**src/hw/ifu_config.svh**
```systemverilog
/////////////////////////////////
// fetch unit configuration: burst,
// FIFO and AXI sizing constants.
/////////////////////////////////

`ifndef IFU_CONFIG_SVH
`define IFU_CONFIG_SVH

// beats per AXI burst, 64-bit beats.
`define IFU_BURST_LEN 8

// FIFO entries, at least one burst.
`define IFU_FIFO_DEPTH 16

// AXI id width.
`define IFU_AXI_ID_W 4

// addi x0, x0, 0.
`define IFU_NOP 32'h0000_0013

`endif
```
**src/hw/ifu_pkg.sv**
```systemverilog
/////////////////////////////////
// fetch unit shared types: data
// words, slots and FSM states.
/////////////////////////////////

`default_nettype none

package ifu_pkg;

  // one AXI read beat.
  typedef logic [63:0] fetch_word_t;

  // one raw 32-bit instruction slot.
  typedef logic [31:0] instr_slot_t;

  // address channel FSM.
  typedef enum logic [1:0] {
    IDLE = 2'b00,
    ADDR = 2'b01,
    DATA = 2'b10
  } fetch_state_t;

endpackage

`default_nettype wire

```
**src/hw/ifu_mem_ctrl.sv**
```systemverilog
/////////////////////////////////
// ifu_mem_ctrl: AXI burst fetch
// into a FIFO, 32-bit slots out.
/////////////////////////////////

`default_nettype none

`include "ifu_config.svh"

module ifu_mem_ctrl (
  input  logic                        clk,
  input  logic                        rst_n,
  input  logic                        redirect,
  input  logic [31:1]                 pc,
  input  logic                        stall,
  output ifu_pkg::instr_slot_t        instr,
  output logic                        instr_valid,
  output logic                        compressed,
  output logic                        start_fetch,
  output logic                        done_fetch,

  // read address channel.
  output logic [`IFU_AXI_ID_W-1:0]    arid,
  output logic [31:0]                 araddr,
  output logic [7:0]                  arlen,
  output logic [2:0]                  arsize,
  output logic [1:0]                  arburst,
  output logic                        arlock,
  output logic [3:0]                  arcache,
  output logic [2:0]                  arprot,
  output logic [3:0]                  arqos,
  output logic [3:0]                  arregion,
  output logic                        arvalid,
  input  logic                        arready,

  // read data channel, rid and rresp are not checked.
  input  logic [`IFU_AXI_ID_W-1:0]    rid,
  input  ifu_pkg::fetch_word_t        rdata,
  input  logic [1:0]                  rresp,
  input  logic                        rlast,
  input  logic                        rvalid,
  output logic                        rready
);
  import ifu_pkg::*;

  localparam int          CNT_W      = $clog2(`IFU_FIFO_DEPTH + 1);
  localparam logic [2:0]  SIZE_8B    = 3'b011;
  localparam logic [1:0]  BURST_INCR = 2'b01;

  logic             beat_accept;
  logic             burst_done;
  logic             fifo_flush;
  logic             fifo_full;
  logic             fifo_empty;
  logic             fifo_pop;
  logic [CNT_W-1:0] free_count;
  fetch_word_t      fifo_word;

  assign rready      = !fifo_full;
  assign beat_accept = rvalid && rready;

  fetch_fsm fetch_fsm_0 (
    .clk        (clk),
    .rst_n      (rst_n),
    .redirect   (redirect),
    .pc         (pc),
    .free_count (free_count),
    .arready    (arready),
    .burst_done (burst_done),
    .arvalid    (arvalid),
    .araddr     (araddr),
    .start_fetch(start_fetch),
    .done_fetch (done_fetch),
    .flush      (fifo_flush)
  );

  burst_beat_counter burst_beat_counter_0 (
    .clk        (clk),
    .rst_n      (rst_n),
    .start_fetch(start_fetch),
    .beat_accept(beat_accept),
    .rlast      (rlast),
    .burst_done (burst_done)
  );

  sync_fifo #(
    .payload_t(fetch_word_t),
    .DEPTH    (`IFU_FIFO_DEPTH)
  ) sync_fifo_0 (
    .clk       (clk),
    .rst_n     (rst_n),
    .flush     (fifo_flush),
    .push      (beat_accept),
    .wdata     (rdata),
    .pop       (fifo_pop),
    .rdata     (fifo_word),
    .full      (fifo_full),
    .empty     (fifo_empty),
    .free_count(free_count)
  );

  instr_slot_extract instr_slot_extract_0 (
    .clk        (clk),
    .rst_n      (rst_n),
    .flush      (fifo_flush),
    .empty      (fifo_empty),
    .word       (fifo_word),
    .stall      (stall),
    .pop        (fifo_pop),
    .instr      (instr),
    .instr_valid(instr_valid),
    .compressed (compressed)
  );

  // fixed burst shape.
  assign arlen    = 8'(`IFU_BURST_LEN - 1);
  assign arsize   = SIZE_8B;
  assign arburst  = BURST_INCR;

  assign arid     = '0;
  assign arlock   = 1'b0;
  assign arcache  = '0;
  assign arprot   = '0;
  assign arqos    = '0;
  assign arregion = '0;

endmodule

`default_nettype wire

```
**src/hw/instr_slot_extract.sv**
```systemverilog
/////////////////////////////////
// instr_slot_extract: splits FIFO
// words into 32-bit slots.
/////////////////////////////////

`default_nettype none

`include "ifu_config.svh"

module instr_slot_extract (
  input  logic                 clk,
  input  logic                 rst_n,
  input  logic                 flush,
  input  logic                 empty,
  input  ifu_pkg::fetch_word_t word,
  input  logic                 stall,
  output logic                 pop,
  output ifu_pkg::instr_slot_t instr,
  output logic                 instr_valid,
  output logic                 compressed
);
  import ifu_pkg::*;

  instr_slot_t slot;
  logic        half_q;
  logic        advance;

  // low half first.
  assign slot = half_q ? word[63:32] : word[31:0];

  // a slot on a flush cycle is stale.
  assign instr_valid = !empty && !flush;
  assign advance     = instr_valid && !stall;

  // word leaves with its high slot.
  assign pop = advance && half_q;

  always_ff @(posedge clk or negedge rst_n) begin
    if (!rst_n) begin
      half_q <= 1'b0;
    end else if (flush) begin
      half_q <= 1'b0;
    end else if (advance) begin
      half_q <= ~half_q;
    end
  end

  assign instr      = instr_valid ? slot : `IFU_NOP;
  assign compressed = instr_valid && (slot[1:0] != 2'b11);

  // a stalled slot stays put unless a redirect flushes it.
  a_stall_hold: assert property (@(posedge clk) disable iff (!rst_n)
    (stall && instr_valid && !flush) ##1 !flush |-> instr_valid && $stable(instr))
    else $error("instr_slot_extract: slot changed under stall");

endmodule

`default_nettype wire

```
**src/hw/fetch_fsm.sv**
```systemverilog
/////////////////////////////////
// fetch_fsm: AXI read address FSM,
// fetch address and redirects.
/////////////////////////////////

`default_nettype none

`include "ifu_config.svh"

module fetch_fsm (
  input  logic                                 clk,
  input  logic                                 rst_n,
  input  logic                                 redirect,
  input  logic [31:1]                          pc,
  input  logic [$clog2(`IFU_FIFO_DEPTH+1)-1:0] free_count,
  input  logic                                 arready,
  input  logic                                 burst_done,
  output logic                                 arvalid,
  output logic [31:0]                          araddr,
  output logic                                 start_fetch,
  output logic                                 done_fetch,
  output logic                                 flush
);
  import ifu_pkg::*;

  localparam int CNT_W = $clog2(`IFU_FIFO_DEPTH + 1);

  fetch_state_t state_q;
  fetch_state_t state_d;
  logic [31:3]  fetch_addr_q;
  logic [31:3]  pend_addr_q;
  logic         pend_q;
  logic         stale_q;
  logic         apply_redirect;
  logic [31:3]  new_addr;
  logic         ar_hs;

  assign ar_hs = arvalid && arready;

  // a fresh redirect beats one held from the last burst.
  assign apply_redirect = (state_q != DATA) && (redirect || pend_q);
  assign new_addr       = redirect ? pc[31:3] : pend_addr_q;

  assign start_fetch = (state_q == IDLE) && !apply_redirect &&
                       (free_count >= CNT_W'(`IFU_BURST_LEN));
  assign done_fetch  = (state_q == DATA) && burst_done;

  // beats of a burst issued before a redirect are dropped as they land.
  assign flush = apply_redirect || (stale_q && (state_q == DATA));

  always_comb begin
    state_d = state_q;
    case (state_q)
      IDLE:    if (start_fetch) state_d = ADDR;
      ADDR:    if (ar_hs) state_d = DATA;
      DATA:    if (burst_done) state_d = IDLE;
      default: state_d = IDLE;
    endcase
  end

  always_ff @(posedge clk or negedge rst_n) begin
    if (!rst_n) begin
      state_q      <= IDLE;
      fetch_addr_q <= '0;
      pend_addr_q  <= '0;
      pend_q       <= 1'b0;
      stale_q      <= 1'b0;
    end else begin
      state_q <= state_d;
      if (apply_redirect) begin
        fetch_addr_q <= new_addr;
      end else if (done_fetch && !stale_q) begin
        fetch_addr_q <= fetch_addr_q + 29'(`IFU_BURST_LEN);
      end
      if ((state_q == DATA) && redirect) begin
        pend_q      <= 1'b1;
        pend_addr_q <= pc[31:3];
      end else if (apply_redirect) begin
        pend_q <= 1'b0;
      end
      if (apply_redirect && (state_q == ADDR)) begin
        stale_q <= 1'b1;
      end else if (done_fetch) begin
        stale_q <= 1'b0;
      end
    end
  end

  always_ff @(posedge clk or negedge rst_n) begin
    if (!rst_n) begin
      arvalid <= 1'b0;
      araddr  <= '0;
    end else if (start_fetch) begin
      arvalid <= 1'b1;
      araddr  <= {fetch_addr_q, 3'b000};
    end else if (ar_hs) begin
      arvalid <= 1'b0;
    end
  end

  a_ar_stable: assert property (@(posedge clk) disable iff (!rst_n)
    (arvalid && !arready) |=> (arvalid && $stable(araddr)))
    else $error("fetch_fsm: araddr changed in %s before handshake", state_q.name());

endmodule

`default_nettype wire

```
**src/hw/burst_beat_counter.sv**
```systemverilog
/////////////////////////////////
// burst_beat_counter: counts read
// beats, flags the final one.
/////////////////////////////////

`default_nettype none

`include "ifu_config.svh"

module burst_beat_counter (
  input  logic clk,
  input  logic rst_n,
  input  logic start_fetch,
  input  logic beat_accept,
  input  logic rlast,
  output logic burst_done
);

  localparam int CNT_W = $clog2(`IFU_BURST_LEN + 1);

  logic [CNT_W-1:0] beat_cnt;
  logic             last_beat;

  // final beat of the burst.
  assign last_beat = beat_accept && (beat_cnt == CNT_W'(`IFU_BURST_LEN - 1));

  always_ff @(posedge clk or negedge rst_n) begin
    if (!rst_n) begin
      beat_cnt <= '0;
    end else if (start_fetch) begin
      beat_cnt <= '0;
    end else if (beat_accept) begin
      beat_cnt <= beat_cnt + 1'b1;
    end
  end

  assign burst_done = last_beat;

  // slave must agree with our beat count.
  a_rlast_match: assert property (@(posedge clk) disable iff (!rst_n)
    beat_accept |-> (rlast == last_beat))
    else $error("burst_beat_counter: rlast does not match beat %0d", beat_cnt);

endmodule

`default_nettype wire

```
**src/hw/sync_fifo.sv**
```systemverilog
/////////////////////////////////
// sync_fifo: flushable circular
// buffer, first-word fall-through.
/////////////////////////////////

`default_nettype none

`include "ifu_config.svh"

module sync_fifo #(
  parameter type payload_t = ifu_pkg::fetch_word_t,
  parameter int  DEPTH     = `IFU_FIFO_DEPTH
) (
  input  logic                       clk,
  input  logic                       rst_n,
  input  logic                       flush,
  input  logic                       push,
  input  payload_t                   wdata,
  input  logic                       pop,
  output payload_t                   rdata,
  output logic                       full,
  output logic                       empty,
  output logic [$clog2(DEPTH+1)-1:0] free_count
);

  localparam int PTR_W = (DEPTH > 1) ? $clog2(DEPTH) : 1;
  localparam int CNT_W = $clog2(DEPTH + 1);

  payload_t         mem [DEPTH];
  logic [PTR_W-1:0] wr_ptr;
  logic [PTR_W-1:0] rd_ptr;
  logic [CNT_W-1:0] count;
  logic             do_push;
  logic             do_pop;

  // flush drops both ports for the cycle.
  assign do_push = push && !flush;
  assign do_pop  = pop && !flush;

  function automatic logic [PTR_W-1:0] ptr_inc(input logic [PTR_W-1:0] ptr);
    return (ptr == PTR_W'(DEPTH - 1)) ? '0 : ptr + 1'b1;
  endfunction

  always_ff @(posedge clk or negedge rst_n) begin
    if (!rst_n) begin
      wr_ptr <= '0;
      rd_ptr <= '0;
      count  <= '0;
    end else if (flush) begin
      wr_ptr <= '0;
      rd_ptr <= '0;
      count  <= '0;
    end else begin
      if (do_push) wr_ptr <= ptr_inc(wr_ptr);
      if (do_pop) rd_ptr <= ptr_inc(rd_ptr);
      case ({do_push, do_pop})
        2'b10:   count <= count + 1'b1;
        2'b01:   count <= count - 1'b1;
        default: count <= count;
      endcase
    end
  end

  always_ff @(posedge clk) begin
    if (do_push) mem[wr_ptr] <= wdata;
  end

  assign rdata      = mem[rd_ptr];
  assign full       = (count == CNT_W'(DEPTH));
  assign empty      = (count == '0);
  assign free_count = CNT_W'(DEPTH) - count;

  a_no_push_full: assert property (@(posedge clk) disable iff (!rst_n)
    push |-> !full)
    else $error("sync_fifo: push while full");

  a_no_pop_empty: assert property (@(posedge clk) disable iff (!rst_n)
    pop |-> !empty)
    else $error("sync_fifo: pop while empty");

endmodule

`default_nettype wire

```
**config.mk**
```make
export PLATFORM = sky130hd
export DESIGN_NAME = ifu_mem_ctrl
export DESIGN_NICKNAME = d
export VERILOG_FILES = /design/src/hw/ifu_pkg.sv /design/src/hw/ifu_mem_ctrl.sv /design/src/hw/instr_slot_extract.sv /design/src/hw/fetch_fsm.sv /design/src/hw/burst_beat_counter.sv /design/src/hw/sync_fifo.sv
export VERILOG_INCLUDE_DIRS = /design/src /design/src/hw
export SDC_FILE = /design/constraint.sdc
export NUM_CORES = 1
export LEC_CHECK = 0
export BUFFER_PORTS_ARGS = -buffer_cell sky130_fd_sc_hd__buf_2
export CAP_MARGIN = 0
export CORE_ASPECT_RATIO = 1.75
export CORE_UTILIZATION = 57
export CTS_BUF_LIST = sky130_fd_sc_hd__clkbuf_2 sky130_fd_sc_hd__clkbuf_4 sky130_fd_sc_hd__clkbuf_8
export DETAILED_ROUTE_END_ITERATION = 8
export HOLD_SLACK_MARGIN = 0.12
export PLACE_DENSITY = 0.75
export SLEW_MARGIN = 5
export SYNTH_ARGS = -nofsm -noshare
export SYNTH_HDL_FRONTEND = slang
export SYNTH_HIERARCHICAL = 1
export SYNTH_SLANG_ARGS = --single-unit
```
**constraint.sdc**
```tcl
create_clock -name clk -period 7.5 [get_ports clk]
set_clock_uncertainty 0.2 [all_clocks]
set_input_delay 0 -clock clk [delete_from_list [all_inputs] [get_ports clk]]
set_output_delay 0 -clock clk [all_outputs]
set_load 0.02 [all_outputs]
```
==> impl_metrics.sql, run 1 <==
INSERT INTO impl_metrics (metric_group, metric, value, unit) VALUES
('final_layout', 'finalInstanceArea', '52080', 'um2'),
('cts', 'cts_buffers', '155', ''),
('power_and_ir_drop', 'ir_drop', '0.0001795', 'V'),
('final_layout', 'flip_flop_and_latch_area', '33510', 'um2'),
('die', 'number_of_core_rows', '136', ''),
('critical_path', 'timing.critical_path.from_type', 'register', ''),
('placed_design', 'port_buffers', '165', ''),
('drt', 'number_of_design_rule_violations_left_by_the_first_detailed_router_iteration', '2584', ''),
('global_route', 'grt_pass1_wl', '161100', 'um'),
('global_route', 'globalRouteOverflowTotal', '0', ''),
('cts', 'post-cts-setup-buffer-count', '0', ''),
('sta', 'layout_min_cycle_time', '4.795', 'ns'),
('critical_path', 'worstSetupEndpointType', 'primary output', ''),
('cts', 'cts_max_path_buffers', '3', ''),
('die', 'floorplan.die_area', '80790', 'um2'),
('drt', 'firstDrtPassIters', '5', ''),
('power_and_ir_drop', 'power-per-cell-area', '277.7', 'nW/um2'),
('die', 'die-height', '375.3', 'um'),
('global_route', 'grt_util_all_layers', '27.40', '%'),
('drt', 'drt.antenna.violating_nets', '0', ''),
('drt', 'route.detailed.drc', '0', ''),
('die', 'start_util', '57.73', '%'),
('sta', 'timing_max_transition_violations_final', '0', ''),
('sta', 'setup_violations', '0', ''),
('min_path', 'min-delay-path-class', 'in -> reg', ''),
('sta', 'finalHoldViolations', '0', ''),
('die', 'design.portCount', '211', ''),
('final_layout', 'drive_above_1_share', '22.63', '%'),
('final_layout', 'area.growth.synth_to_final', '14.77', '%'),
('cts', 'cts.sink_count', '1134', ''),
('sta', 'rsz_0062_raised_after_global_routing', 'false', ''),
('drt', 'vias_per_cell', '6.245', ''),
('yosys', 'yosys_warnings', '6', ''),
('power_and_ir_drop', 'power_leakage', '16.94', 'nW'),
('cts', 'clockRootBuffer', 'sky130_fd_sc_hd__clkbuf_8', ''),
('global_route', 'via_count_of_the_first_global_routing_pass', '26060', ''),
('critical_path', 'worst_ep_required_time', '7.30', 'ns'),
('placed_design', 'gp_routability_congestion', '0.8203', ''),
('final_layout', 'filler_cell_count', '5168', ''),
('sta', 'max_clock_freq', '0.2086', 'GHz'),
('placed_design', 'dpl_cell_area', '47060', 'um2'),
('die', 'die_x', '215.3', 'um'),
('sta', 'fin_worst_hold_slack', '0.2229', 'ns'),
('yosys', 'synthesis.area_per_instance', '18.46', 'um2'),
('global_route', 'antenna_violations_before_repair', '9', ''),
('sta', 'final_min_period_over_clock_period', '63.93', '%'),
('final_layout', 'post_layout_net_count', '3000', ''),
('sta', 'actual_transition_at_the_worst_max_transition_pin', '1.314', 'ns'),
('placed_design', 'detailedPlacementHpwl', '59190', 'um'),
('final_layout', 'multiInputGateArea', '10940', 'um2'),
('outcome', 'outcome', 'complete, no violations', ''),
('cts', 'cts.htree.levels', '4', ''),
('run', 'timing.max_cap.violations', '0', ''),
('sta', 'worst_slew_margin_rel', '12.22', '%'),
('cts', 'tritoncts', 'built', ''),
('sta', 'setup_total_negative_slack', '0', 'ns'),
('global_route', 'grt_max_degree', '116', ''),
('critical_path', 'worst-endpoint-arrival', '4.59', 'ns'),
('die', 'fp.coreArea', '78620', 'um2'),
('cts', 'clock_pin_slew_of_the_registers_on_the_worst_case_setup_and_hold_paths', '0.06', 'ns'),
('drt', 'wl', '109300', 'um'),
('yosys', 'syn-cell-area', '45380', 'um2'),
('drt', 'vias', '25240', ''),
('power_and_ir_drop', 'fin_total_pwr', '14.47', 'mW'),
('drt', 'wl_per_cell', '27.05', 'um'),
('cts', 'worstSkewPairLatency', '0.81', 'ns'),
('critical_path', 'critPathKind', 'reg -> out', ''),
('yosys', 'postSynthCellCount', '2458', ''),
('critical_path', 'largest_fanout_on_the_critical_path', '51', '');
sequential cells by signal, summed over array words and instances (netlist names), 2 cells and up:
signal                         cells
sync_fifo_0/count                  5
sync_fifo_0/mem                 1024
fetch_fsm_0/araddr                29
burst_beat_counter_0/beat_cnt      4
sync_fifo_0/wr_ptr                 4
fetch_fsm_0/fetch_addr_q          29
fetch_fsm_0/state_q                2
sync_fifo_0/rd_ptr                 4
fetch_fsm_0/pend_addr_q           29
per-stage QoR:
step                instances  setup WS, ns  util, %
finish                   4041         2.705    66.25
global route             4038         2.604    66.24
CTS                      4035         2.739    66.23
detailed placement       3563         2.914    59.86
global placement         3563         3.148    59.86
floorplan                2491        0.3945        -
timing repair:
| action | in CTS | in global routing |
|---|---|---|
| hold endpoints to repair | 1287 | 0 |
| resized for setup | 0 | 0 |
| hold buffers | 196 | 0 |
metal layers:
layer / up-vias / global-route usage (%) / share of wire (%)
li1: 10800 / - / -
met2: 1301 / 45.76 / 50
met3: 260 / 5.655 / 8.3
met4: 8 / 14.34 / 4.9
met5: - / 0 / 0.043
met1: 12870 / 33.76 / 37
path summary, 6_finish.rpt:
kind,end,depth (start not counted),startpoint,slack (ns)
worst max-delay path,instr[9],8,sync_fifo_0/rd_ptr[1],2.71
worst max register to register,sync_fifo_0/count[4],13,fetch_fsm_0/pend_q,2.95
min in group asynchronous,sync_fifo_0/count[2],5,rst_n,0.60
worst min register to register,fetch_fsm_0/fetch_addr_q[4],2,fetch_fsm_0/fetch_addr_q[4],0.29
max in group asynchronous,fetch_fsm_0/pend_addr_q[13],5,rst_n,5.70
worst min-delay path,burst_beat_counter_0/beat_cnt[2],6,rvalid,0.22
critical path: stages, from the launching register on:
cell and delay (ns):
sky130_fd_sc_hd__dfrtp_4 0.84, sky130_fd_sc_hd__and2_4 0.81, sky130_fd_sc_hd__buf_4 0.67, sky130_fd_sc_hd__a221oi_1 0.19
sky130_fd_sc_hd__a22oi_1 0.21, sky130_fd_sc_hd__nand2_1 0.23, sky130_fd_sc_hd__mux2i_1 0.45, sky130_fd_sc_hd__nor2_1 0.10
sky130_fd_sc_hd__buf_2 0.19
where the power goes:
part	leakage, nW	internal, mW	switching, mW
clock network	1.60	2.41	2.19
logic	4.78	0.907	1.29
registers	10.6	7.35	0.321
final cells by class:
cell class / count / area share, %
clock buffer: 219 / 5.163
antenna: 6 / 0.02883
multi-input combinational: 1164 / 21.00
tap: 1035 / 2.486
timing repair buffer: 412 / 6.222
inverter: 14 / 0.1009
clock inverter: 57 / 0.6582
sequential: 1134 / 64.35
placed cells by master, fill, tap and decap left out, types with 6 or more instances in the layout:
cell type and n:
sky130_fd_sc_hd__nand2_1 94, sky130_fd_sc_hd__diode_2 6, sky130_fd_sc_hd__nand3_1 14, sky130_fd_sc_hd__clkinv_1 32
sky130_fd_sc_hd__buf_4 48, sky130_fd_sc_hd__nor2_4 8, sky130_fd_sc_hd__a211oi_1 20, sky130_fd_sc_hd__dlygate4sd3_1 195
sky130_fd_sc_hd__xor2_1 6, sky130_fd_sc_hd__edfxtp_1 1024, sky130_fd_sc_hd__nand2b_1 7, sky130_fd_sc_hd__clkinv_2 14
sky130_fd_sc_hd__a31oi_1 14, sky130_fd_sc_hd__nor3_2 8, sky130_fd_sc_hd__clkinvlp_4 6, sky130_fd_sc_hd__dfrtp_1 105
sky130_fd_sc_hd__xnor2_1 9, sky130_fd_sc_hd__clkbuf_8 167, sky130_fd_sc_hd__a21oi_1 15, sky130_fd_sc_hd__a221oi_1 128
sky130_fd_sc_hd__and3_1 9, sky130_fd_sc_hd__buf_2 164, sky130_fd_sc_hd__ha_1 11, sky130_fd_sc_hd__o21ai_0 79
sky130_fd_sc_hd__conb_1 36, sky130_fd_sc_hd__or3_1 10, sky130_fd_sc_hd__mux2_2 56, sky130_fd_sc_hd__nor2b_1 24
sky130_fd_sc_hd__or4_1 6, sky130_fd_sc_hd__nand4_1 8, sky130_fd_sc_hd__nor2_1 50, sky130_fd_sc_hd__mux4_2 128
sky130_fd_sc_hd__mux2i_1 304, sky130_fd_sc_hd__clkbuf_4 52, sky130_fd_sc_hd__a22oi_1 65, sky130_fd_sc_hd__inv_1 13
Power figures use the tool's default switching activity.
==> inputs of run 2 (changes only) <==
Settings changed: CORE_UTILIZATION 57 to 60.
Clock period 7.5 ns to 4.7 ns, I/O delays scaled along.
==> run 2 against run 1 <==
Clock power rose by 65%. Critical path depth did not move. Core utilization rose by 3.8 points. First-iteration DRC count rose by 2.9%. Sequential cell count did not move. Non-clock buffer count rose by 24. Global-route usage rose by 1.6 points. Sequential share of layout area fell by 0.61 points. Critical endpoint is now instr[14].
==> impl_metrics.sql, run 2 (synthesized netlist as in run 1, its figures left out) <==
INSERT INTO impl_metrics (metric_group, metric, value, unit) VALUES
('final_layout', 'post_layout_net_count', '3024', ''),
('sta', 'setup_violations', '0', ''),
('die', 'start_util', '60.47', '%'),
('critical_path', 'worst_ep_required_time', '4.50', 'ns'),
('sta', 'layout_min_cycle_time', '4.293', 'ns'),
('cts', 'tritoncts', 'built', ''),
('critical_path', 'critPathBufInv', '2', ''),
('critical_path', 'reg2reg_setup_slack', '0.75', 'ns'),
('final_layout', 'final_common_cell', 'sky130_fd_sc_hd__edfxtp_1', ''),
('final_layout', 'drive_above_1_share', '23.12', '%'),
('critical_path', 'cpPeakStageDelay', '0.78', 'ns'),
('final_layout', 'filler_cell_count', '4612', ''),
('die', 'number_of_core_rows', '133', ''),
('critical_path', 'ff2ff_path_depth', '13', ''),
('min_path', 'timing.hold.worst_path_depth', '2', ''),
('cts', 'clock_pin_slew_of_the_registers_on_the_worst_case_setup_and_hold_paths', '0.06', 'ns'),
('critical_path', 'critical-path-slowest-cell', 'sky130_fd_sc_hd__dfrtp_2', ''),
('global_route', 'grt_util_all_layers', '29.02', '%'),
('min_path', 'whs_endpoint', 'fetch_fsm_0/fetch_addr_q[3]', ''),
('cts', 'cts.sink_count', '1134', ''),
('critical_path', 'timing.critical_path.from_type', 'register', ''),
('power_and_ir_drop', 'power-per-cell-area', '444.4', 'nW/um2'),
('critical_path', 'critPathKind', 'reg -> out', ''),
('final_layout', 'commonest_cells_after_routing_fill_and_taps_aside', 'sky130_fd_sc_hd__edfxtp_1, sky130_fd_sc_hd__mux2i_1, sky130_fd_sc_hd__dlygate4sd3_1, sky130_fd_sc_hd__clkbuf_8, sky130_fd_sc_hd__buf_2', ''),
('drt', 'firstDrtPassIters', '5', ''),
('cts', 'cts_max_path_buffers', '3', ''),
('cts', 'post_cts_resized', '0', ''),
('power_and_ir_drop', 'ir_drop', '0.0004500', 'V'),
('cts', 'cts.htree.levels', '4', ''),
('drt', 'wl', '109700', 'um'),
('global_route', 'globalRouteOverflowTotal', '0', ''),
('placed_design', 'gp_routability_congestion', '0.8404', ''),
('cts', 'worstSkewPairLatency', '0.82', 'ns'),
('cts', 'hold_buffers', '199', ''),
('global_route', 'grt_max_degree', '66', ''),
('final_layout', 'largest_reg_flops', '1024', ''),
('critical_path', 'worst-endpoint-arrival', '4.09', 'ns'),
('sta', 'rsz_0062_raised_after_global_routing', 'false', ''),
('cts', 'clockRootBuffer', 'sky130_fd_sc_hd__clkbuf_8', ''),
('die', 'fp.coreArea', '75050', 'um2'),
('global_route', 'antenna_violations_before_repair', '6', ''),
('placed_design', 'dpl_cell_area', '47450', 'um2'),
('placed_design', 'detailedPlacementHpwl', '59390', 'um'),
('global_route', 'via_count_of_the_first_global_routing_pass', '26340', ''),
('sta', 'max_clock_freq', '0.2330', 'GHz'),
('drt', 'drt.antenna.violating_nets', '0', ''),
('critical_path', 'timing.critical_path.cells', 'nor2b_4 > buf_4 > a221oi_1 > o21ai_0 > nand2_1 > mux2i_1 > nor2_1 > buf_2', ''),
('run', 'timing.max_cap.violations', '0', ''),
('drt', 'wl_per_cell', '27.18', 'um'),
('critical_path', 'startpoint', 'sync_fifo_0/rd_ptr[2]', ''),
('die', 'die_x', '209.9', 'um'),
('critical_path', 'largest_fanout_on_the_critical_path', '31', ''),
('cts', 'cts_buffers', '155', ''),
('final_layout', 'largest_register', 'sync_fifo_0/mem', ''),
('min_path', 'min-delay-path-class', 'reg -> reg', ''),
('sta', 'final_min_period_over_clock_period', '91.33', '%'),
('cts', 'post-cts-setup-buffer-count', '0', ''),
('critical_path', 'worstSetupPathDepth', '8', ''),
('die', 'design.portCount', '211', ''),
('global_route', 'grt_pass1_wl', '161400', 'um'),
('drt', 'route.detailed.drc', '0', ''),
('final_layout', 'finalInstanceArea', '52590', 'um2'),
('critical_path', 'worstSetupEndpointType', 'primary output', ''),
('drt', 'vias', '25440', ''),
('sta', 'fin_worst_hold_slack', '0.2750', 'ns'),
('die', 'die-height', '365.8', 'um'),
('outcome', 'outcome', 'complete, no violations', ''),
('placed_design', 'port_buffers', '165', ''),
('drt', 'vias_per_cell', '6.302', ''),
('die', 'floorplan.die_area', '76780', 'um2'),
('critical_path', 'cp_top_family', 'simple AND/OR/NAND/NOR gates', ''),
('power_and_ir_drop', 'fin_total_pwr', '23.37', 'mW'),
('critical_path', 'reg2reg_to', 'sync_fifo_0/count[4]', ''),
('sta', 'timing_max_transition_violations_final', '0', ''),
('drt', 'number_of_design_rule_violations_left_by_the_first_detailed_router_iteration', '2660', ''),
('power_and_ir_drop', 'power_leakage', '17.13', 'nW'),
('sta', 'worst_slew_margin_rel', '33.42', '%'),
('critical_path', 'r2r_start', 'sync_fifo_0/count[1]', ''),
('sta', 'actual_transition_at_the_worst_max_transition_pin', '0.9987', 'ns'),
('sta', 'finalHoldViolations', '0', ''),
('final_layout', 'area.growth.synth_to_final', '15.88', '%'),
('min_path', 'worstHoldStart', 'fetch_fsm_0/fetch_addr_q[3]', '');
==> run 2: cell count changes in the layout (fill, tap and decap cells not counted), sizes merged <==
cell         before  now
buf             217  238
bufinv            3    8
clkbuf          219  212
diode             6    2
dlygate4sd3     195  198
inv              16   17
==> run 2: cell type report <==
cell class / count / area, um2 / share of cell area, %
clock inverters: 63 / 504.2 / 0.9588
repair buffers: 436 / 3641 / 6.924
clock buffers: 212 / 2618 / 4.977
multi-input cells: 1164 / 10990 / 20.89
diodes: 2 / 5.005 / 0.009517
inverters: 14 / 52.55 / 0.09993
flip-flops and latches: 1134 / 33520 / 63.73
well taps: 1012 / 1266 / 2.408
==> run 2: layer usage <==
layer,global-route usage (%),vias to the layer above,share of wire [%]
met5,0,-,0.050
met4,13.52,8,4.0
met3,5.675,239,8.3
met2,49.92,1365,52
met1,35.34,12990,36
li1,-,10830,-
==> run 2: worst max path at each step <==
stage / to / slack (ns)
3_5_place_dp: fetch_fsm_0/fetch_addr_q[26] / 0.84
3_3_place_gp: fetch_fsm_0/fetch_addr_q[26] / 0.93
2_1_floorplan: sync_fifo_0/mem[4][0] / -0.68
6_report: instr[14] / 0.41
4_1_cts: compressed / 0.42
5_1_grt: instr[14] / 0.21
==> run 2: stage by stage <==
| stage | utilization, % | instances | setup WS [ns] | TNS [ns] |
|---|---|---|---|---|
| finish | 70.07 | 4037 | 0.4073 | 0 |
| global placement | 63.23 | 3561 | 0.9284 | 0 |
| global route | 70.07 | 4037 | 0.2098 | 0 |
| CTS | 70.06 | 4035 | 0.4170 | 0 |
| floorplan | - | 2491 | -0.6786 | -244.78 |
| detailed placement | 63.23 | 3561 | 0.8391 | 0 |
==> run 2: report_power, final <==
part	switching [mW]	internal, mW	total [mW]
clock	3.54	4.05	7.59
combinational	2.15	1.47	3.62
sequential	0.443	11.7	12.2
total	6.13	17.2	23.4
==> run 2: worst register-to-register path: stages, from the launching register on <==
cell and delay (ns):
sky130_fd_sc_hd__dfrtp_1 0.43, sky130_fd_sc_hd__inv_1 0.11, sky130_fd_sc_hd__ha_1 0.20, sky130_fd_sc_hd__nor3b_1 0.16, sky130_fd_sc_hd__ha_1 0.24, sky130_fd_sc_hd__or2_1 0.25
sky130_fd_sc_hd__nor3b_2 0.58, sky130_fd_sc_hd__nor3b_2 0.43, sky130_fd_sc_hd__xnor2_1 0.14, sky130_fd_sc_hd__ha_1 0.25, sky130_fd_sc_hd__nor4_1 0.25, sky130_fd_sc_hd__mux2i_1 0.15
sky130_fd_sc_hd__or3_1 0.33, sky130_fd_sc_hd__a21oi_1 0.15
